$ cat src/logic/ras_cfg.svh
/*
  return address stack geometry and PC sizing
  RAS_ENTRIES must equal 2**RAS_IDX_BITS since the top index wraps naturally
  PC is a byte address, LINK_INC assumes 32-bit call instructions only
*/

`ifndef RAS_CFG_SVH
`define RAS_CFG_SVH

// --------------------
// stack geometry

// number of predicted return addresses held
`define RAS_ENTRIES 8
// slot index width, log2 of RAS_ENTRIES
`define RAS_IDX_BITS 3

// --------------------
// pc sizing

`define PC_WIDTH 38
// call pc to return address, no compressed calls
`define LINK_INC 4

`endif
$ cat src/logic/corep.sv
/*
  shared types for the RAS fetch slice
  widths come from ras_cfg.svh, opcode values are the RV32/RV64 major opcodes
*/

`default_nettype none

`include "ras_cfg.svh"

package corep;

	// --------------------
	// pc and stack state

	// byte address pc
	typedef logic [`PC_WIDTH-1:0] PC38_t;

	// slot pointer into the stack array
	typedef logic [`RAS_IDX_BITS-1:0] RAS_idx_t;

	// valid entry count, one extra bit so full is representable
	typedef logic [`RAS_IDX_BITS:0] RAS_cnt_t;

	// stack action formed from link and return strobes
	typedef enum logic [1:0] {
		ACT_NONE     = 2'b00,
		ACT_PUSH     = 2'b10,
		ACT_POP      = 2'b01,
		ACT_POP_PUSH = 2'b11
	} ras_act_t;

	// --------------------
	// instruction fields

	// major opcodes that can touch the stack
	typedef enum logic [6:0] {
		OP_JAL  = 7'b1101111,
		OP_JALR = 7'b1100111
	} rv_opcode_t;

	// registers the hint rules treat as link registers
	typedef enum logic [4:0] {
		REG_RA = 5'd1,
		REG_T0 = 5'd5
	} rv_link_reg_t;

endpackage

`default_nettype wire

$ cat src/logic/ras_frontend.sv
/*
  fetch side RAS slice, decoder feeding the registered stack
  fetch to last_ret_* is two cycles, update feeds the stack directly
*/

`timescale 1ns/100ps
`default_nettype none

module ras_frontend import corep::*; (
	input logic CLK,
	input logic nRST,

	// fetched instruction
	input logic fetch_valid,
	input logic [31:0] fetch_instr,
	input PC38_t fetch_pc,

	// checkpoint restore from the backend
	input logic next_update_valid,
	input RAS_idx_t next_update_ras_index,
	input RAS_cnt_t next_update_ras_count,

	// prediction for the most recent return
	output logic last_ret_fallback,
	output PC38_t last_ret_pc38,
	output RAS_idx_t last_ret_ras_index,
	output RAS_cnt_t last_ret_ras_count
);

	// --------------------
	// decoder to stack

	logic next_link_valid;
	PC38_t next_link_pc38;
	logic next_ret_valid;

	ras_hint_decode hint_decode (
		.fetch_valid(fetch_valid),
		.fetch_instr(fetch_instr),
		.fetch_pc(fetch_pc),
		.next_link_valid(next_link_valid),
		.next_link_pc38(next_link_pc38),
		.next_ret_valid(next_ret_valid)
	);

	// registered stack
	ras_wrapper stack (
		.CLK(CLK),
		.nRST(nRST),
		.next_link_valid(next_link_valid),
		.next_link_pc38(next_link_pc38),
		.next_ret_valid(next_ret_valid),
		.last_ret_fallback(last_ret_fallback),
		.last_ret_pc38(last_ret_pc38),
		.last_ret_ras_index(last_ret_ras_index),
		.last_ret_ras_count(last_ret_ras_count),
		.next_update_valid(next_update_valid),
		.next_update_ras_index(next_update_ras_index),
		.next_update_ras_count(next_update_ras_count)
	);

endmodule

`default_nettype wire

$ cat src/logic/ras_hint_decode.sv
/*
  RISC-V return address hint decode for JAL and JALR, purely combinational
  funct3 of JALR is not checked, an illegal word is assumed to be caught later
  link address assumes 4-byte calls
*/

`timescale 1ns/100ps
`default_nettype none

`include "ras_cfg.svh"

module ras_hint_decode import corep::*; (
	input logic fetch_valid,
	input logic [31:0] fetch_instr,
	input PC38_t fetch_pc,

	output logic next_link_valid,
	output PC38_t next_link_pc38,
	output logic next_ret_valid
);

	// --------------------
	// field extract

	logic [6:0] opcode;
	logic [4:0] rd;
	logic [4:0] rs1;
	logic rd_link;
	logic rs1_link;
	ras_act_t act;

	assign opcode = fetch_instr[6:0];
	assign rd = fetch_instr[11:7];
	assign rs1 = fetch_instr[19:15];

	// x1 and x5 are the link registers
	assign rd_link = (rd == REG_RA) || (rd == REG_T0);
	assign rs1_link = (rs1 == REG_RA) || (rs1 == REG_T0);

	// --------------------
	// hint table

	always_comb begin
		act = ACT_NONE;
		if (fetch_valid) begin
			case (opcode)
				OP_JAL: begin
					// call only when linking
					if (rd_link) act = ACT_PUSH;
				end
				OP_JALR: begin
					case ({rd_link, rs1_link})
						2'b10: act = ACT_PUSH;
						2'b01: act = ACT_POP;
						// coroutine swap unless same register
						2'b11: act = (rd == rs1) ? ACT_PUSH : ACT_POP_PUSH;
						default: act = ACT_NONE;
					endcase
				end
				default: act = ACT_NONE;
			endcase
		end
	end

	// --------------------
	// strobes and link address

	assign next_link_valid = (act == ACT_PUSH) || (act == ACT_POP_PUSH);
	assign next_ret_valid = (act == ACT_POP) || (act == ACT_POP_PUSH);
	assign next_link_pc38 = fetch_pc + PC38_t'(`LINK_INC);

endmodule

`default_nettype wire

$ cat src/logic/ras_wrapper.sv
/*
  one register stage in front of and behind the stack core
  two cycles from next_* strobes to last_ret_*
  last_ret_* load only on a return that is not blocked by an update
*/

`timescale 1ns/100ps
`default_nettype none

module ras_wrapper import corep::*; (
	input logic CLK,
	input logic nRST,

	// link control from pc gen
	input logic next_link_valid,
	input PC38_t next_link_pc38,

	// return control from pc gen
	input logic next_ret_valid,
	output logic last_ret_fallback,
	output PC38_t last_ret_pc38,
	output RAS_idx_t last_ret_ras_index,
	output RAS_cnt_t last_ret_ras_count,

	// update control
	input logic next_update_valid,
	input RAS_idx_t next_update_ras_index,
	input RAS_cnt_t next_update_ras_count
);

	// --------------------
	// core side signals

	logic link_valid;
	PC38_t link_pc38;
	logic ret_valid;
	logic ret_fallback;
	PC38_t ret_pc38;
	RAS_idx_t ret_ras_index;
	RAS_cnt_t ret_ras_count;
	logic update_valid;
	RAS_idx_t update_ras_index;
	RAS_cnt_t update_ras_count;

	// return actually seen by the core this cycle
	logic ret_taken;

	ras wrapped_ras (
		.CLK(CLK),
		.nRST(nRST),
		.link_valid(link_valid),
		.link_pc38(link_pc38),
		.ret_valid(ret_valid),
		.ret_fallback(ret_fallback),
		.ret_pc38(ret_pc38),
		.ret_ras_index(ret_ras_index),
		.ret_ras_count(ret_ras_count),
		.update_valid(update_valid),
		.update_ras_index(update_ras_index),
		.update_ras_count(update_ras_count)
	);

	// restore drops a pop in the same cycle
	assign ret_taken = ret_valid && !update_valid;

	// --------------------
	// input registers

	always_ff @(posedge CLK, negedge nRST) begin
		if (~nRST) begin
			link_valid <= 1'b0;
			link_pc38 <= '0;
			ret_valid <= 1'b0;
			update_valid <= 1'b0;
			update_ras_index <= '0;
			update_ras_count <= '0;
		end
		else begin
			link_valid <= next_link_valid;
			link_pc38 <= next_link_pc38;
			ret_valid <= next_ret_valid;
			update_valid <= next_update_valid;
			update_ras_index <= next_update_ras_index;
			update_ras_count <= next_update_ras_count;
		end
	end

	// --------------------
	// output registers, hold between returns

	always_ff @(posedge CLK, negedge nRST) begin
		if (~nRST) begin
			last_ret_fallback <= 1'b0;
			last_ret_pc38 <= '0;
			last_ret_ras_index <= '0;
			last_ret_ras_count <= '0;
		end
		else if (ret_taken) begin
			last_ret_fallback <= ret_fallback;
			last_ret_pc38 <= ret_pc38;
			last_ret_ras_index <= ret_ras_index;
			last_ret_ras_count <= ret_ras_count;
		end
	end

endmodule

`default_nettype wire

$ cat src/logic/ras.sv
/*
  circular return address stack, combinational read, state changes at CLK
  full stack silently overwrites the oldest entry on push
  reported index and count are always the state before the action
*/

`timescale 1ns/100ps
`default_nettype none

`include "ras_cfg.svh"

module ras import corep::*; (
	input logic CLK,
	input logic nRST,

	// link request, push of a return address
	input logic link_valid,
	input PC38_t link_pc38,

	// return request, pop of the predicted target
	input logic ret_valid,
	output logic ret_fallback,
	output PC38_t ret_pc38,
	output RAS_idx_t ret_ras_index,
	output RAS_cnt_t ret_ras_count,

	// checkpoint restore after a mispredict
	input logic update_valid,
	input RAS_idx_t update_ras_index,
	input RAS_cnt_t update_ras_count
);

	// --------------------
	// stack state

	PC38_t entries [0:`RAS_ENTRIES-1];
	// slot holding the most recent return address
	RAS_idx_t top_index;
	RAS_cnt_t top_count;

	ras_act_t act;
	logic empty;
	logic full;
	RAS_idx_t index_inc;
	RAS_idx_t index_dec;

	// --------------------
	// action and pointer math

	// two strobes map straight onto the action encoding
	always_comb begin
		case ({link_valid, ret_valid})
			2'b10: act = ACT_PUSH;
			2'b01: act = ACT_POP;
			2'b11: act = ACT_POP_PUSH;
			default: act = ACT_NONE;
		endcase
	end

	assign empty = (top_count == '0);
	assign full = (top_count == RAS_cnt_t'(`RAS_ENTRIES));

	// wrap relies on power of two depth
	assign index_inc = top_index + RAS_idx_t'(1);
	assign index_dec = top_index - RAS_idx_t'(1);

	// --------------------
	// return read port

	// empty stack has no prediction, fetch falls back
	assign ret_fallback = empty;
	assign ret_pc38 = empty ? '0 : entries[top_index];

	// checkpoint for a later restore
	assign ret_ras_index = top_index;
	assign ret_ras_count = top_count;

	// --------------------
	// state update

	always_ff @(posedge CLK, negedge nRST) begin
		if (~nRST) begin
			for (int i = 0; i < `RAS_ENTRIES; i++) begin
				entries[i] <= '0;
			end
			top_index <= '0;
			top_count <= '0;
		end
		else if (update_valid) begin
			// restore wins, any push or pop this cycle is dropped
			top_index <= update_ras_index;
			top_count <= update_ras_count;
		end
		else begin
			case (act)
				ACT_PUSH: begin
					top_index <= index_inc;
					entries[index_inc] <= link_pc38;
					// saturate, oldest slot is reused once full
					if (!full) begin
						top_count <= top_count + RAS_cnt_t'(1);
					end
				end
				ACT_POP: begin
					// empty pop reports fallback only
					if (!empty) begin
						top_index <= index_dec;
						top_count <= top_count - RAS_cnt_t'(1);
					end
				end
				ACT_POP_PUSH: begin
					if (empty) begin
						// nothing to replace, plain push
						top_index <= index_inc;
						entries[index_inc] <= link_pc38;
						top_count <= RAS_cnt_t'(1);
					end
					else begin
						// top read above, same slot takes the new link
						entries[top_index] <= link_pc38;
					end
				end
				default: begin
					// no action, hold state
				end
			endcase
		end
	end

endmodule

`default_nettype wire

$ cat config.mk
export PLATFORM = sky130hd
export DESIGN_NAME = ras_frontend
export DESIGN_NICKNAME = d
export VERILOG_FILES = /design/src/logic/corep.sv /design/src/logic/ras_frontend.sv /design/src/logic/ras_hint_decode.sv /design/src/logic/ras_wrapper.sv /design/src/logic/ras.sv
export VERILOG_INCLUDE_DIRS = /design/src /design/src/logic
export SDC_FILE = /design/constraint.sdc
export NUM_CORES = 1
export LEC_CHECK = 0
export ABC_AREA = 0
export BUFFER_PORTS_ARGS = -buffer_cell sky130_fd_sc_hd__buf_2
export CAP_MARGIN = 20
export CORE_ASPECT_RATIO = 1.4
export CORE_UTILIZATION = 40
export DETAILED_ROUTE_END_ITERATION = 7
export PLACE_DENSITY = 0.67
export RECOVER_POWER = 25
export SYNTH_ARGS = -nofsm -noshare
export SYNTH_HDL_FRONTEND = slang
export SYNTH_SLANG_ARGS = --single-unit
$ cat constraint.sdc
create_clock -name CLK -period 3.4 [get_ports CLK]
set_input_delay 0.68 -clock CLK [delete_from_list [all_inputs] [get_ports CLK]]
set_output_delay 0.68 -clock CLK [all_outputs]
set_load 0.03 [all_outputs]
==> Yosys cells after proc, flatten, opt, wreduce, memory -nomap -nowiden <==
Cells that the tools add are included.
{ "op_classes": {"magnitude_cmp": 4, "reduce_logical": 14, "eq_ne": 23, "mux": 27, "addsub": 5, "n_bitwise": 3} }
{ "op_table": {"columns": ["operator", "n"], "rows": [
  ["304-bit bitwise mux", 2],
  ["304-bit one-hot mux with 2 select lines", 1],
  ["304-bit two-way mux", 1],
  ["38-bit demux with 3-bit select", 2],
  ["38-bit two-way mux", 5],
  ["38-bit binary-select mux with 3-bit select", 1],
  ["38-bit by 3-bit adder with 38-bit output (second input constant)", 1],
  ["2-bit == test (second input constant)", 8],
  ["4-bit two-way mux", 4],
  ["7-bit == test (second input constant)", 2],
  ["2-bit one-hot mux with 3 select lines", 2],
  ["4-bit one-hot mux with 3 select lines", 1],
  ["5-bit by 1-bit == test with 1-bit output (second input constant)", 2],
  ["5-bit by 3-bit == test with 1-bit output (second input constant)", 2],
  ["3-bit two-way mux", 3],
  ["3-bit one-hot mux with 3 select lines", 1],
  ["2-bit by 1-bit == test with 1-bit output (second input constant)", 4],
  ["4-bit >= comparator (second input constant)", 2],
  ["4-bit by 1-bit less-than comparator with 1-bit output (second input constant)", 2],
  ["3-bit inverter with 4-bit output", 2],
  ["5-bit == test", 1],
  ["4-bit by 1-bit adder with 4-bit output (second input constant)", 1],
  ["4-bit == test (second input constant)", 1],
  ["4-bit zero test", 1],
  ["other kinds (18)", 24]
]} }
{ "word_totals": {"out_inout_bits": 46, "inputBits": 81, "register_bits": 405, "elab_cells": 96} }

==> Logic depth before layout (Yosys ltp) <==
Gate-level depths: netlist (run 1).
{ "logic_depth": {"word_depth": 9, "ltp_mapped": 11, "mapped_depth_nobuf": 8} }

==> Modules after synthesis <==
From an unflattened synthesis (run 1), not the netlist that was laid out.
{ "unflattened": {"hier_cells": 1237, "hier_area_um2": 17914.7} }
{ "by_module_without_submodules": {"columns": ["mod", "instances", "seq_area_each_um2", "area_each_um2", "cells_per_inst"], "rows": [
  ["ras", 1, 7782.5, 13984.7, 978],
  ["ras_wrapper", 1, 2352.3, 3134.3, 146],
  ["ras_hint_decode", 1, 0.0, 795.8, 113]
]} }

==> Least setup slack after synthesis (run 1) <==
Ideal clock, no wire load.
{ "synth_timing": {"kind": "reg2reg", "startpoint": "register stack.wrapped_ras.top_index[1] (netlist: stack.wrapped_ras.ret_ras_index[1])", "endpoint": "register stack.wrapped_ras.entries[100] in the netlist's numbering", "arrival_ns": 2.328, "slack_ns": 0.950, "path_stages_with_launch": 12, "setup_ns": 0.122, "required_ns": 3.278, "path_buffers": 5, "period_less_slack_ns": 2.450, "cell_sequence": "dfrtp_1 > buf_2 > buf_2 > clkbuf_1 > inv_1 > ha_1 > or2_2 > nor3_2 > o21ai_1 > buf_2 > buf_4 > o2bb2ai_1"} }
{ "synth_via": {"elab_chain_cells": 9} }
{ "synth_lines": {"columns": ["element", "line_no", "rtl"], "rows": [
  ["start: declaration", "ras.sv:38", "RAS_idx_t top_index;"],
  ["start signal: assignment", "ras.sv:91", "top_index <= update_ras_index;"],
  ["start signal: assignment", "ras.sv:97", "top_index <= index_inc;"],
  ["start signal: assignment", "ras.sv:107", "top_index <= index_dec;"],
  ["3-bit by 1-bit adder with 3-bit output", "ras.sv:64", "assign index_inc = top_index + RAS_idx_t'(1);"],
  ["3-bit inverter with 4-bit output (not written as such)", "ras.sv:98, ras.sv:115", null],
  ["4-bit >= comparator (not written as such) / 4-bit by 1-bit less-than comparator with 1-bit output (equally long branches)", "ras.sv:98, ras.sv:115", null],
  ["1-bit logical AND (not written as such)", "ras.sv:98, ras.sv:115", null],
  ["38-bit two-way mux (not written as such)", "ras.sv:98, ras.sv:115", null],
  ["38-bit demux with 3-bit select", "ras.sv:98, ras.sv:115", null],
  ["304-bit bitwise mux", "ras.sv:98, ras.sv:115", null],
  ["304-bit two-way mux", "ras.sv:112", "if (empty) begin"],
  ["304-bit one-hot mux with 2 select lines (*)", "ras.sv:95", "case (act)"],
  ["end signal: indexed assignment", "ras.sv:98", "entries[index_inc] <= link_pc38;"],
  ["end signal: indexed assignment", "ras.sv:115", "entries[index_inc] <= link_pc38;"],
  ["end signal: indexed assignment", "ras.sv:120", "entries[top_index] <= link_pc38;"],
  ["end: declaration", "ras.sv:36", "PC38_t entries [0:`RAS_ENTRIES-1];"]
]} }
Every way passes the cells marked *; elsewhere a longest branch is shown, timed or not.
A chain may end at the register's enable or synchronous reset.

==> Worst setup path after layout (run 1) <==
{ "layout_timing": {"startpoint": "register stack.ret_valid", "endpoint": "register stack.wrapped_ras.entries[260] in the netlist's numbering"} }
{ "layout_via": {"elab_chain_cells": 5} }
{ "layout_lines": {"columns": ["element", "line_no", "rtl"], "rows": [
  ["start: declaration", "ras_wrapper.sv:36", "logic ret_valid;"],
  ["start signal: assignment", "ras_wrapper.sv:81", "ret_valid <= next_ret_valid;"],
  ["2-bit == test / 2-bit by 1-bit == test with 1-bit output (equally long branches)", "ras.sv:52", "case ({link_valid, ret_valid})"],
  ["2-bit one-hot mux with 3 select lines (*)", "ras.sv:52", null],
  ["2-bit == test", "ras.sv:95", null],
  ["2-bit nonzero test (no source line)", null, null],
  ["2-bit AND reduction (no source line)", null, null]
]} }
Marked as above.

==> out/qor.yml, run 1 <==
outcome:
  run_status: "complete, but fails checks"
  violations_in_the_final_reports: "max-capacitance violations, max-slew violations"
setup_path:
  path_class: "register to register"
  worst_setup_slack_for_register_to_register_paths_ns: 0.48
  r2r_end: "stack.wrapped_ras.entries[260]$_DFFE_PN0P_"
  max_stage_delay_ns: 0.93
  cp.required_ns: 3.81
  timing.rr.start: "stack.ret_valid$_DFF_PN0_"
  reg2regPathDepth: 6
  critical_path.max_fanout: 30
  cp-start-kind: "register"
  critical_path_s_slowest_cell: "sky130_fd_sc_hd__nor2_4"
  timing.critical_path.cells: "ha_1 -> o41a_1 -> nor3_2 -> nor2_4 -> buf_4 -> o2bb2ai_1"
  setup.worst_path.end_class: "register"
  worstSetupStartpoint: "stack.ret_valid$_DFF_PN0_"
  setup.worst_path.end: "stack.wrapped_ras.entries[260]$_DFFE_PN0P_"
  timing.critical_path.arrival_ns: 3.33
cts:
  cts.sinks: 405
  path_clk_slew_ns: 0.07
  cts.path.max_buffers: 3
  ctsResizeCount: 0
  post_cts.repair.setup_buffers: 0
  cts_htree_levels: 2
  tritoncts: "done"
  clkLatencyLatePin_ns: 0.54
  clock_root_buffer: "sky130_fd_sc_hd__clkbuf_16"
  tritoncts.num_buffers: 38
  hold_buffers: 0
worst_hold_path:
  critical_hold_path_startpoint: "fetch_pc[1]"
  timing.hold.worst.class: "primary input to register"
cells_and_area:
  fin_area_um2: 19900
  fillCellCount: 3780
  finish.net_count: 1550
  syn2layout_area_growth_pct: 15.5
  drive_gt1_frac: 0.178
  number_of_antenna_cells_inserted: 0
  layout.cells.non_filler: 2033
pwr:
  finalPower_mw: 10.5
  p_leak_nw: 8.61
  vdd.ir_drop.worst_uv: 279
  cellPowerDensity_nw_per_um2: 526
placed_design:
  io_buffers: 111
  place_ws_ns: 0.610
  dp.cells: 1966
  dp_hpwl_mm: 31.1
  dpl-instance-area_um2: 18600
  gp_congestion: 0.815
synth:
  synth-edff-count: 0
  synth_cell_types: 51
  yosysWarnings: 0
  ys.flop_type: "sky130_fd_sc_hd__dfrtp_1"
  postSynthRegisterBits: 405
  synth_top_cells_by_area: "sky130_fd_sc_hd__dfrtp_1 59%, sky130_fd_sc_hd__o2bb2ai_1 15%, sky130_fd_sc_hd__a22oi_1 5.5%"
  synth.cell_area_um2: 17200
  synthMostInstantiatedCell: "sky130_fd_sc_hd__dfrtp_1"
  yosysTopAreaCellShare: 0.588
  ys_seq_area_frac: 0.588
  postSynth.asyncResetShare: 1.00
  leading_cell_types_by_count_after_synthesis: "405 x sky130_fd_sc_hd__dfrtp_1, 304 x sky130_fd_sc_hd__o2bb2ai_1, 126 x sky130_fd_sc_hd__a22oi_1"
  synth_top_cell_by_area: "sky130_fd_sc_hd__dfrtp_1"
  syn_avg_cell_area_um2: 12.4
  synthesized_instance_count: 1389
  syn_nets: 1479
floorplan:
  pin_count: 127
  placeableCoreArea_um2: 42300
  die_height_um: 248
  starting_density: 0.407
  die_w_um: 177
  die_area_um2: 43900
  num_rows: 89
drt:
  first_pass_iters: 5
  remaining_drc_errors: 0
  routed-via-count: 13200
  drt-vias-per-instance: 6.47
  ant_nets: 0
  routed_wl_mm: 53.3
  detailedRoute.firstIterationViolations: 1227
  wire_per_inst_um: 26.2
global_routing:
  grt_pass1_wl_mm: 82.6
  grt.overflow.total: 0
  gr-usage-all-layers: 0.248
  grt_antenna_before_repair: 0
  grt_pass1_vias: 13700
  maximum_number_of_pins_on_one_net_before_global_route_repair: 97
  grt_util_met3: 0.0366
  global_route.usage.met1: 0.326
  grt_use_met2: 0.409
  grt-busiest-layer: "met2"
timing:
  worstMarginPinSlew_ns: 2.05
  final.setup_skew_ns: 0.0116
  worst_slack_setup_final_ns: 0.477
  setup_tns_ns: 0
  period_share: 0.860
  setup_repair_after_global_routing_missed_its_margin: "no"
  timing.final.max_slew_violations: 74
  fmax_mhz: 342
  finalSetupViolCount: 0
  timing.final.crit_period_ns: 2.92
  relSlewSlack: -0.370
  finalHoldViolCount: 0
flow_run:
  max_cap_violation_count: 1
critical path, delay by kind of cell, from the launching register on:
family / cells / cell delay (ns)
buffers and inverters: 1 / 0.36
DFF: 1 / 0.42
and+or+nand+nor: 2 / 1.08
adders and majority gates: 1 / 0.36
AOI/OAI and AO/OA: 2 / 0.56
cells by family after synthesis:
group	share of synthesized area
AO/OA/AOI/OAI	0.249
XOR/XNOR	0.0214
adder cells (fa/ha/maj)	0.00697
buffers and inverters	0.0393
flip-flops	0.588
multiplexers	0.00610
AND/OR/NAND/NOR	0.0894
worst min-delay path by stage:
stage,to,slack [ns],depth (start not counted)
after floorplan,stack.last_ret_fallback$_DFFE_PN0P_,0.38,0
after global placement,stack.wrapped_ras.ret_ras_index[0]$_DFFE_PN0P_,0.45,2
after detailed placement,stack.wrapped_ras.ret_ras_index[0]$_DFFE_PN0P_,0.45,2
after CTS,stack.wrapped_ras.entries[33]$_DFFE_PN0P_,0.15,1
after global routing,stack.link_pc38[1]$_DFF_PN0_,0.23,1
final,stack.link_pc38[1]$_DFF_PN0_,0.24,1
cell type report:
class | count | area [µm²] | area share
multi-input combinational | 838 | 6600 | 0.332
inverter | 13 | 48.8 | 0.00245
timing repair buffer | 164 | 1070 | 0.0540
clock buffer | 51 | 1080 | 0.0544
clock inverter | 16 | 265 | 0.0133
tap | 546 | 683 | 0.0344
sequential | 405 | 10100 | 0.510
layer usage:
layer	part of all wire	vias to the layer above
li1	-	5556
met1	0.41	6799
met2	0.48	669
met3	0.074	134
met4	0.036	0
met5	0	-
report_power, final:
group	total (mW)	switching (mW)	internal (mW)
registers	4.93	0.0658	4.87
clock network	4.63	1.86	2.77
logic	0.889	0.685	0.204
total	10.5	2.61	7.84
placed cells by master, fill, tap and decap left out, drive strengths merged, types with 7 or more instances in the layout:
master   Yosys  final
nor4bb       9      9
bufinv       0      7
nand4       38     38
nand3       27     27
clkinv       0      7
clkbuf      69     55
xnor2       28     28
dfrtp      405    405
ha           8      8
xor2        14     14
a22oi      126    126
a22o        39     39
and4b       15     15
nand2       94     94
nor3        10     10
inv         13     14
a2111oi     14     14
and2         9      9
nor2        16     16
o2bb2ai    304    304
buf         64    160
and4        15     15
o21ai       14     14
sequential cells by signal (all words and copies together), names as in the netlist:
register / cells
stack.last_ret_pc38: 38
stack.wrapped_ras.ret_ras_count: 4
stack.last_ret_ras_index: 3
stack.last_ret_ras_count: 4
stack.link_valid: 1
stack.link_pc38: 38
stack.ret_valid: 1
stack.update_ras_count: 4
stack.wrapped_ras.entries: 304
stack.update_ras_index: 3
stack.last_ret_fallback: 1
stack.update_valid: 1
stack.wrapped_ras.ret_ras_index: 3
stage by stage:
step,utilization,hold slack [ns]
after floorplan,-,0.384
after global placement,0.439,0.450
after detailed placement,0.439,0.454
after CTS,0.471,0.151
after global routing,0.470,0.230
final,0.470,0.245
(Power assumes the default switching activity.)
==> run 2, diff against run 1 <==
clock period = 2.9 ns   (was 3.4 ns; I/O delays follow)
==> out/qor.yml, run 2 (synthesis results as in run 1) <==
placed_design:
  io_buffers: 111  # unchanged
  dp_hpwl_mm: 32.3  # was 31.1 mm
  place_ws_ns: 0.286  # was 0.610 ns
  gp_congestion: 0.810  # was 0.815
  dpl-instance-area_um2: 18800  # was 18600 µm²
setup_path:
  cp-start-kind: "register"  # unchanged
  setup.worst_path.end_class: "register"  # unchanged
  timing.critical_path.arrival_ns: 2.98  # was 3.33 ns
  critical_path.max_fanout: 29  # was 30
  cp.required_ns: 3.35  # was 3.81 ns
  path_class: "register to register"  # unchanged
global_routing:
  grt_pass1_vias: 13600  # was 13700
  grt_antenna_before_repair: 0  # unchanged
  grt_pass1_wl_mm: 83.1  # was 82.6 mm
  grt.overflow.total: 0  # unchanged
  maximum_number_of_pins_on_one_net_before_global_route_repair: 128  # was 97
  gr-usage-all-layers: 0.249  # was 0.248
timing:
  relSlewSlack: 0.0628  # was -0.370
  hold-worst-slack_ns: 0.141  # was 0.245 ns
  timing.final.max_slew_violations: 0  # was 74
  setup_repair_after_global_routing_missed_its_margin: "no"  # unchanged
  final.setup_skew_ns: 0.0114  # was 0.0116 ns
  timing.final.crit_period_ns: 2.53  # was 2.92 ns
  period_share: 0.871  # was 0.860
  finalSetupViolCount: 0  # unchanged
  worstMarginPinSlew_ns: 1.41  # was 2.05 ns
  fmax_mhz: 396  # was 342 MHz
  finalHoldViolCount: 0  # unchanged
  worst_slack_setup_final_ns: 0.374  # was 0.477 ns
  setup_tns_ns: 0  # unchanged
cells_and_area:
  final_common_cell: "sky130_fd_sc_hd__dfrtp_1"  # unchanged
  fin_area_um2: 20100  # was 19900 µm²
  finish.net_count: 1581  # was 1550
  syn2layout_area_growth_pct: 16.6  # was 15.5%
  largest_register_ffs: 304  # unchanged
  drive_gt1_frac: 0.190  # was 0.178
  layout_common_cells: "405 x sky130_fd_sc_hd__dfrtp_1, 304 x sky130_fd_sc_hd__o2bb2ai_1, 126 x sky130_fd_sc_hd__a22oi_1"  # unchanged
  largest_registers_in_the_final_layout: "stack.wrapped_ras.entries: 304 flops, stack.last_ret_pc38: 38 flops, stack.link_pc38: 38 flops"  # unchanged
  number_of_antenna_cells_inserted: 0  # unchanged
  regMostFlops: "stack.wrapped_ras.entries"  # unchanged
  fillCellCount: 3749  # was 3780
floorplan:
  placeableCoreArea_um2: 42300  # unchanged
  die_area_um2: 43900  # unchanged
  die_height_um: 248  # unchanged
  starting_density: 0.407  # unchanged
  pin_count: 127  # unchanged
  die_w_um: 177  # unchanged
  num_rows: 89  # unchanged
drt:
  routed_wl_mm: 54.2  # was 53.3 mm
  wire_per_inst_um: 26.3  # was 26.2 µm
  drt-vias-per-instance: 6.44  # was 6.47
  detailedRoute.firstIterationViolations: 1293  # was 1227
  first_pass_iters: 7  # was 5
  routed-via-count: 13300  # was 13200
  ant_nets: 0  # unchanged
  remaining_drc_errors: 0  # unchanged
outcome:
  run_status: "finished, final reports clean"  # was complete, but fails checks
cts:
  ctsResizeCount: 0  # unchanged
  path_clk_slew_ns: 0.07  # about the same
  tritoncts.num_buffers: 39  # was 38
  post_cts.repair.setup_buffers: 0  # unchanged
  cts_htree_levels: 2  # unchanged
  cts.sinks: 405  # unchanged
  cts.path.max_buffers: 3  # unchanged
  clock_root_buffer: "sky130_fd_sc_hd__clkbuf_16"  # unchanged
  tritoncts: "done"  # unchanged
  clkLatencyLatePin_ns: 0.54  # about the same
pwr:
  power_frac_clock: 0.435  # was 0.443
  p_sw_frac: 0.252  # was 0.250
  finalPower_mw: 12.1  # was 10.5 mW
  cellPowerDensity_nw_per_um2: 604  # was 526 nW/µm²
  internal_power_mw: 9.07  # was 7.84 mW
  p_leak_nw: 8.73  # was 8.61 nW
  p_seq_frac: 0.474  # was 0.472
  power.switching_mw: 3.06  # was 2.61 mW
  vdd.ir_drop.worst_uv: 343  # was 279 µV
  power_frac_comb: 0.091  # was 0.085
flow_run:
  max_cap_violation_count: 0  # was 1
worst_hold_path:
  timing.hold.worst.class: "primary input to register"  # unchanged
[run 2: what timing repair did]
action / 4_1_cts / 5_1_grt
hold buffers: 1 / 0
hold endpoints to repair: 17 / 0
endpoints found under the setup margin: 0 / 0
[run 2: area by class of cell]
cell class / instances / area, µm² / area share
Inverter: 13 / 48.8 / 0.00243
Tap cell: 546 / 683 / 0.0340
Sequential cell: 405 / 10100 / 0.504
Clock buffer: 59 / 1190 / 0.0594
Clock inverter: 8 / 115 / 0.00573
Multi-Input combinational cell: 838 / 6600 / 0.328
Timing Repair Buffer: 194 / 1320 / 0.0656
[run 2: power groups by stage]
| stage | clock network (mW) | registers [mW] | logic (mW) |
|---|---|---|---|
| CTS | 5.35 | 5.76 | 1.09 |
| global route | 5.57 | 5.76 | 1.16 |
| floorplan | 0 | 5.84 | 0.482 |
| detailed placement | 0 | 5.86 | 1.08 |
| finish | 5.27 | 5.76 | 1.10 |
| global placement | 0 | 5.86 | 1.07 |
[run 2: path summary, 6_finish.rpt]
path / from / endpoint / slack (ns) / cells past startpoint
setup / recovery: stack.wrapped_ras.ret_ras_index[1]$_DFFE_PN0P_ / stack.wrapped_ras.entries[183]$_DFFE_PN0P_ / 0.37 / 7
hold / removal: fetch_pc[1] / stack.link_pc38[1]$_DFF_PN0_ / 0.14 / 1
setup reg to reg: stack.wrapped_ras.ret_ras_index[1]$_DFFE_PN0P_ / stack.wrapped_ras.entries[183]$_DFFE_PN0P_ / 0.37 / 7
hold reg to reg: stack.last_ret_pc38[0]$_DFFE_PN0P_ / stack.last_ret_pc38[0]$_DFFE_PN0P_ / 0.47 / 2
max in group asynchronous: nRST / stack.wrapped_ras.entries[210]$_DFFE_PN0P_ / 0.52 / 3
min in group asynchronous: nRST / stack.wrapped_ras.entries[263]$_DFFE_PN0P_ / 0.90 / 2
[run 2: worst max-delay path: stages (launching register included)]
cell	delay, ns
sky130_fd_sc_hd__dfrtp_1	0.48
sky130_fd_sc_hd__buf_4	0.19
sky130_fd_sc_hd__buf_4	0.22
sky130_fd_sc_hd__and3b_1	0.23
sky130_fd_sc_hd__and2_1	0.21
sky130_fd_sc_hd__o21ai_4	0.65
sky130_fd_sc_hd__buf_12	0.29
sky130_fd_sc_hd__o2bb2ai_1	0.15
[run 2: per-layer routing]
metal  vias to the layer above  global-route usage  wire length (µm)
met1                      6873               0.322             21800
li1                       5603                   -                 -
met3                       155              0.0331              3610
met5                         -                   0                 0
met2                       651               0.416             26600
met4                         0               0.111              2180
[run 2: stage by stage]
| step | cells | utilization |
|---|---|---|
| 2_1_floorplan | 1389 | - |
| 5_1_grt | 2063 | 0.475 |
| 6_report | 2063 | 0.475 |
| 3_5_place_dp | 1994 | 0.444 |
| 3_3_place_gp | 1993 | 0.443 |
| 4_1_cts | 2062 | 0.475 |
==> run 3, diff against run 2 <==
ABC_AREA = 1   (was 0)
PLACE_DENSITY = 0.66   (was 0.67)
==> out/qor.yml, run 3 <==
synth:
  synth_top_cell_by_area: "sky130_fd_sc_hd__dfrtp_1"  # unchanged
  synth-edff-count: 0  # unchanged
  ys.flop_type: "sky130_fd_sc_hd__dfrtp_1"  # unchanged
  postSynthRegisterBits: 405  # unchanged
  synthesized_instance_count: 2790  # was 1389
  synthMostInstantiatedCell: "sky130_fd_sc_hd__nand2_1"  # was sky130_fd_sc_hd__dfrtp_1
  synth_cell_types: 30  # was 51
  ys_seq_area_frac: 0.511  # was 0.588
  syn_avg_cell_area_um2: 7.11  # was 12.4 µm²
  syn_nets: 2880  # was 1479
  synth_top_cells_by_area: "sky130_fd_sc_hd__dfrtp_1 51%, sky130_fd_sc_hd__nand2_1 37%, sky130_fd_sc_hd__buf_2 2.5%"  # was sky130_fd_sc_hd__dfrtp_1 59%, sky130_fd_sc_hd__o2bb2ai_1 15%, sky130_fd_sc_hd__a22oi_1 5.5%
  yosysWarnings: 0  # unchanged
  synth.cell_area_um2: 19800  # was 17200 µm²
  yosysTopAreaCellShare: 0.511  # was 0.588
  postSynth.asyncResetShare: 1.00  # unchanged
  leading_cell_types_by_count_after_synthesis: "1977 x sky130_fd_sc_hd__nand2_1, 405 x sky130_fd_sc_hd__dfrtp_1, 101 x sky130_fd_sc_hd__buf_2"  # was 405 x sky130_fd_sc_hd__dfrtp_1, 304 x sky130_fd_sc_hd__o2bb2ai_1, 126 x sky130_fd_sc_hd__a22oi_1
cells_and_area:
  largest_registers_in_the_final_layout: "stack.wrapped_ras.entries: 304 flops, stack.last_ret_pc38: 38 flops, stack.link_pc38: 38 flops"  # unchanged
  syn2layout_area_growth_pct: 11.2  # was 16.6%
  layout_common_cells: "1976 x sky130_fd_sc_hd__nand2_1, 402 x sky130_fd_sc_hd__dfrtp_1, 107 x sky130_fd_sc_hd__buf_2"  # was 405 x sky130_fd_sc_hd__dfrtp_1, 304 x sky130_fd_sc_hd__o2bb2ai_1, 126 x sky130_fd_sc_hd__a22oi_1
  largest_register_ffs: 304  # unchanged
  final_common_cell: "sky130_fd_sc_hd__nand2_1"  # was sky130_fd_sc_hd__dfrtp_1
  number_of_antenna_cells_inserted: 0  # unchanged
  fin_area_um2: 22100  # was 20100 µm²
  regMostFlops: "stack.wrapped_ras.entries"  # unchanged
  finish.net_count: 2901  # was 1581
  drive_gt1_frac: 0.0880  # was 0.190
  fillCellCount: 4926  # was 3749
setup_path:
  cp.required_ns: 3.52  # was 3.35 ns
  worst_setup_slack_for_register_to_register_paths_ns: 0.53  # was 0.37 ns
  setup.worst_path.end_class: "async pin"  # was register
  reg2regPathDepth: 9  # was 7
  path_class: "primary input to async pin"  # was register to register
  cp_top_family: "buffers and inverters"  # was compound AO/OA/AOI/OAI gates
  timing.rr.start: "stack.wrapped_ras.ret_ras_index[1]$_DFFE_PN0P_"  # unchanged
  worstSetupStartpoint: "nRST"  # was stack.wrapped_ras.ret_ras_index[1]$_DFFE_PN0P_
  timing.critical_path.depth: 3  # was 7
  max_stage_delay_ns: 1.14  # was 0.65 ns
  timing.critical_path.arrival_ns: 3.01  # was 2.98 ns
  critical_path_s_slowest_cell: "sky130_fd_sc_hd__clkbuf_2"  # was sky130_fd_sc_hd__o21ai_4
  critical_path.max_fanout: 69  # was 29
  timing.critical_path.cells: "dlygate4sd3_1 -> clkbuf_2 -> buf_6"  # was buf_4 -> buf_4 -> and3b_1 -> and2_1 -> o21ai_4 -> buf_12 -> o2bb2ai_1
  setup.worst_path.end: "stack.wrapped_ras.entries[273]$_DFFE_PN0P_"  # was stack.wrapped_ras.entries[183]$_DFFE_PN0P_
  r2r_end: "stack.wrapped_ras.entries[291]$_DFFE_PN0P_"  # was stack.wrapped_ras.entries[183]$_DFFE_PN0P_
  cp-start-kind: "primary input"  # was register
  cp_num_buf_inv: 3  # unchanged
placed_design:
  dpl-instance-area_um2: 20800  # was 18800 µm²
  place_ws_ns: 0.578  # was 0.286 ns
  dp_hpwl_mm: 34.6  # was 32.3 mm
  io_buffers: 111  # unchanged
  gp_congestion: 0.889  # was 0.810
drt:
  wire_per_inst_um: 16.4  # was 26.3 µm
  drt-vias-per-instance: 4.97  # was 6.44
  remaining_drc_errors: 0  # unchanged
  ant_nets: 0  # unchanged
  first_pass_iters: 5  # was 7
  routed-via-count: 17300  # was 13300
  detailedRoute.firstIterationViolations: 1584  # was 1293
  routed_wl_mm: 57.1  # was 54.2 mm
global_routing:
  global_route.usage.met1: 0.290  # was 0.322
  grt-busiest-layer: "met2"  # unchanged
  grt.overflow.total: 0  # unchanged
  grt_antenna_before_repair: 3  # was 0
  gr-usage-all-layers: 0.233  # was 0.249
  grt_pass1_wl_mm: 92.1  # was 83.1 mm
  grt_use_met2: 0.399  # was 0.416
  maximum_number_of_pins_on_one_net_before_global_route_repair: 137  # was 128
  grt_util_met3: 0.0300  # was 0.0331
  grt_pass1_vias: 16900  # was 13600
timing:
  worst_slack_setup_final_ns: 0.510  # was 0.374 ns
  timing.final.max_slew_violations: 54  # was 0
  finalSetupViolCount: 0  # unchanged
  setup_tns_ns: 0  # unchanged
  period_share: 0.824  # was 0.871
  final.setup_skew_ns: 0.0136  # was 0.0114 ns
  worstMarginPinSlew_ns: 1.62  # was 1.41 ns
  setup_repair_after_global_routing_missed_its_margin: "no"  # unchanged
  fmax_mhz: 418  # was 396 MHz
  timing.final.crit_period_ns: 2.39  # was 2.53 ns
  relSlewSlack: -0.0792  # was 0.0628
  finalHoldViolCount: 0  # unchanged
floorplan:
  die_w_um: 190  # was 177 µm
  starting_density: 0.405  # was 0.407
  die_area_um2: 50500  # was 43900 µm²
  num_rows: 96  # was 89
  pin_count: 127  # unchanged
  die_height_um: 266  # was 248 µm
  placeableCoreArea_um2: 49000  # was 42300 µm²
pwr:
  p_seq_frac: 0.469  # was 0.474
  internal_power_mw: 8.86  # was 9.07 mW
  p_leak_nw: 12.8  # was 8.73 nW
  power.switching_mw: 3.63  # was 3.06 mW
  cellPowerDensity_nw_per_um2: 566  # was 604 nW/µm²
  vdd.ir_drop.worst_uv: 667  # was 343 µV
  power_frac_clock: 0.400  # was 0.435
  power_frac_comb: 0.131  # was 0.091
  p_sw_frac: 0.290  # was 0.252
cts:
  path_clk_slew_ns: 0.06  # was 0.07 ns
  tritoncts: "done"  # unchanged
  tritoncts.num_buffers: 39  # unchanged
  cts_htree_levels: 2  # unchanged
  clkLatencyLatePin_ns: 0.55  # was 0.54 ns
  ctsResizeCount: 0  # unchanged
  cts.path.max_buffers: 3  # unchanged
  cts.sinks: 405  # unchanged
  clock_root_buffer: "sky130_fd_sc_hd__clkbuf_16"  # unchanged
flow_run:
  max_cap_violation_count: 1  # was 0
worst_hold_path:
  timing.hold.worst.class: "primary input to register"  # unchanged
outcome:
  violations_in_the_final_reports: "max-capacitance violations, max-slew violations"
  run_status: "complete, but fails checks"  # was finished, final reports clean
## run 3: changes by cell type in the layout (fill, tap and decap cells not counted), moves of 15 or more
| cell | before | now |
|---|---|---|
| sky130_fd_sc_hd__and4b_1 | 15 | 0 |
| sky130_fd_sc_hd__nand4_1 | 38 | 11 |
| sky130_fd_sc_hd__buf_4 | 68 | 27 |
| sky130_fd_sc_hd__and4_1 | 15 | 0 |
| sky130_fd_sc_hd__o2bb2ai_1 | 304 | 0 |
| sky130_fd_sc_hd__nor2_1 | 8 | 68 |
| sky130_fd_sc_hd__a22o_1 | 39 | 0 |
| sky130_fd_sc_hd__nand2_1 | 94 | 1976 |
| sky130_fd_sc_hd__a22oi_1 | 126 | 0 |
## run 3: cell families after synthesis
| logic type | after synthesis | synth area share |
|---|---|---|
| and+or+nand+nor | 2111 | 0.407 |
| DFF | 405 | 0.511 |
| buffers and inverters | 214 | 0.0568 |
| xor gates and xnor gates | 30 | 0.0132 |
| AOI/OAI and AO/OA | 21 | 0.00580 |
| adders and majority gates | 9 | 0.00605 |
## run 3: through the flow
step | util | power (mW) | std cells | hold WS, ns
final | 0.450 | 12.5 | 3477 | 0.138
after global routing | 0.450 | 13.0 | 3477 | 0.119
after CTS | 0.451 | 12.6 | 3477 | 0.119
after detailed placement | 0.425 | 7.57 | 3406 | 0.460
after global placement | 0.425 | 7.56 | 3406 | 0.461
after floorplan | - | 6.89 | 2790 | 0.284
## run 3: worst register-to-register path, stage by stage, from the launching register on
cell,delay (ns)
sky130_fd_sc_hd__dfrtp_2,0.43
sky130_fd_sc_hd__inv_2,0.27
sky130_fd_sc_hd__buf_4,0.45
sky130_fd_sc_hd__nand3_1,0.15
sky130_fd_sc_hd__nand3_2,0.12
sky130_fd_sc_hd__nand2_1,0.09
sky130_fd_sc_hd__nor2_4,0.43
sky130_fd_sc_hd__buf_12,0.23
sky130_fd_sc_hd__nand2_1,0.08
sky130_fd_sc_hd__nand2_1,0.07
## run 3: final cells by class
type,instances,area [µm²],share of cell area
timing repair buffer,156,1080,0.0489
clock inverter,12,104,0.00471
tap,637,797,0.0361
multi-input combinational,2171,8650,0.392
inverter,38,148,0.00669
sequential,405,10100,0.459
clock buffer,58,1150,0.0520
## run 3: power by group through the flow
stage / clock, mW / sequential (mW) / combinational, mW
global placement: 0 / 5.95 / 1.61
global route: 5.34 / 5.86 / 1.75
CTS: 5.13 / 5.85 / 1.63
floorplan: 0 / 5.86 / 1.03
detailed placement: 0 / 5.95 / 1.62
finish: 5.00 / 5.85 / 1.63
## run 3: worst min path at each step
stage | start | endpoint | cells past startpoint
CTS | next_update_ras_index[2] | stack.update_ras_index[2]$_DFF_PN0_ | 1
detailed placement | stack.last_ret_pc38[31]$_DFFE_PN0P_ | stack.last_ret_pc38[31]$_DFFE_PN0P_ | 2
floorplan | nRST | stack.last_ret_fallback$_DFFE_PN0P_ | 0
global route | next_update_ras_index[2] | stack.update_ras_index[2]$_DFF_PN0_ | 1
finish | next_update_ras_index[2] | stack.update_ras_index[2]$_DFF_PN0_ | 1
global placement | stack.last_ret_pc38[17]$_DFFE_PN0P_ | stack.last_ret_pc38[17]$_DFFE_PN0P_ | 2
## run 3: repair_timing
item                                   in CTS  in global routing
hold buffers                                1                  0
setup buffers                               0                  0
endpoints found under the hold margin      42                  0
## run 3: routing by layer
metal  vias up  wire (µm)  part of all wire
met5         -          0                 0
met4         0       2630             0.046
met3       147       3570             0.062
met2       623      27800              0.49
met1      8139      23100              0.40
li1       8374          -                 -
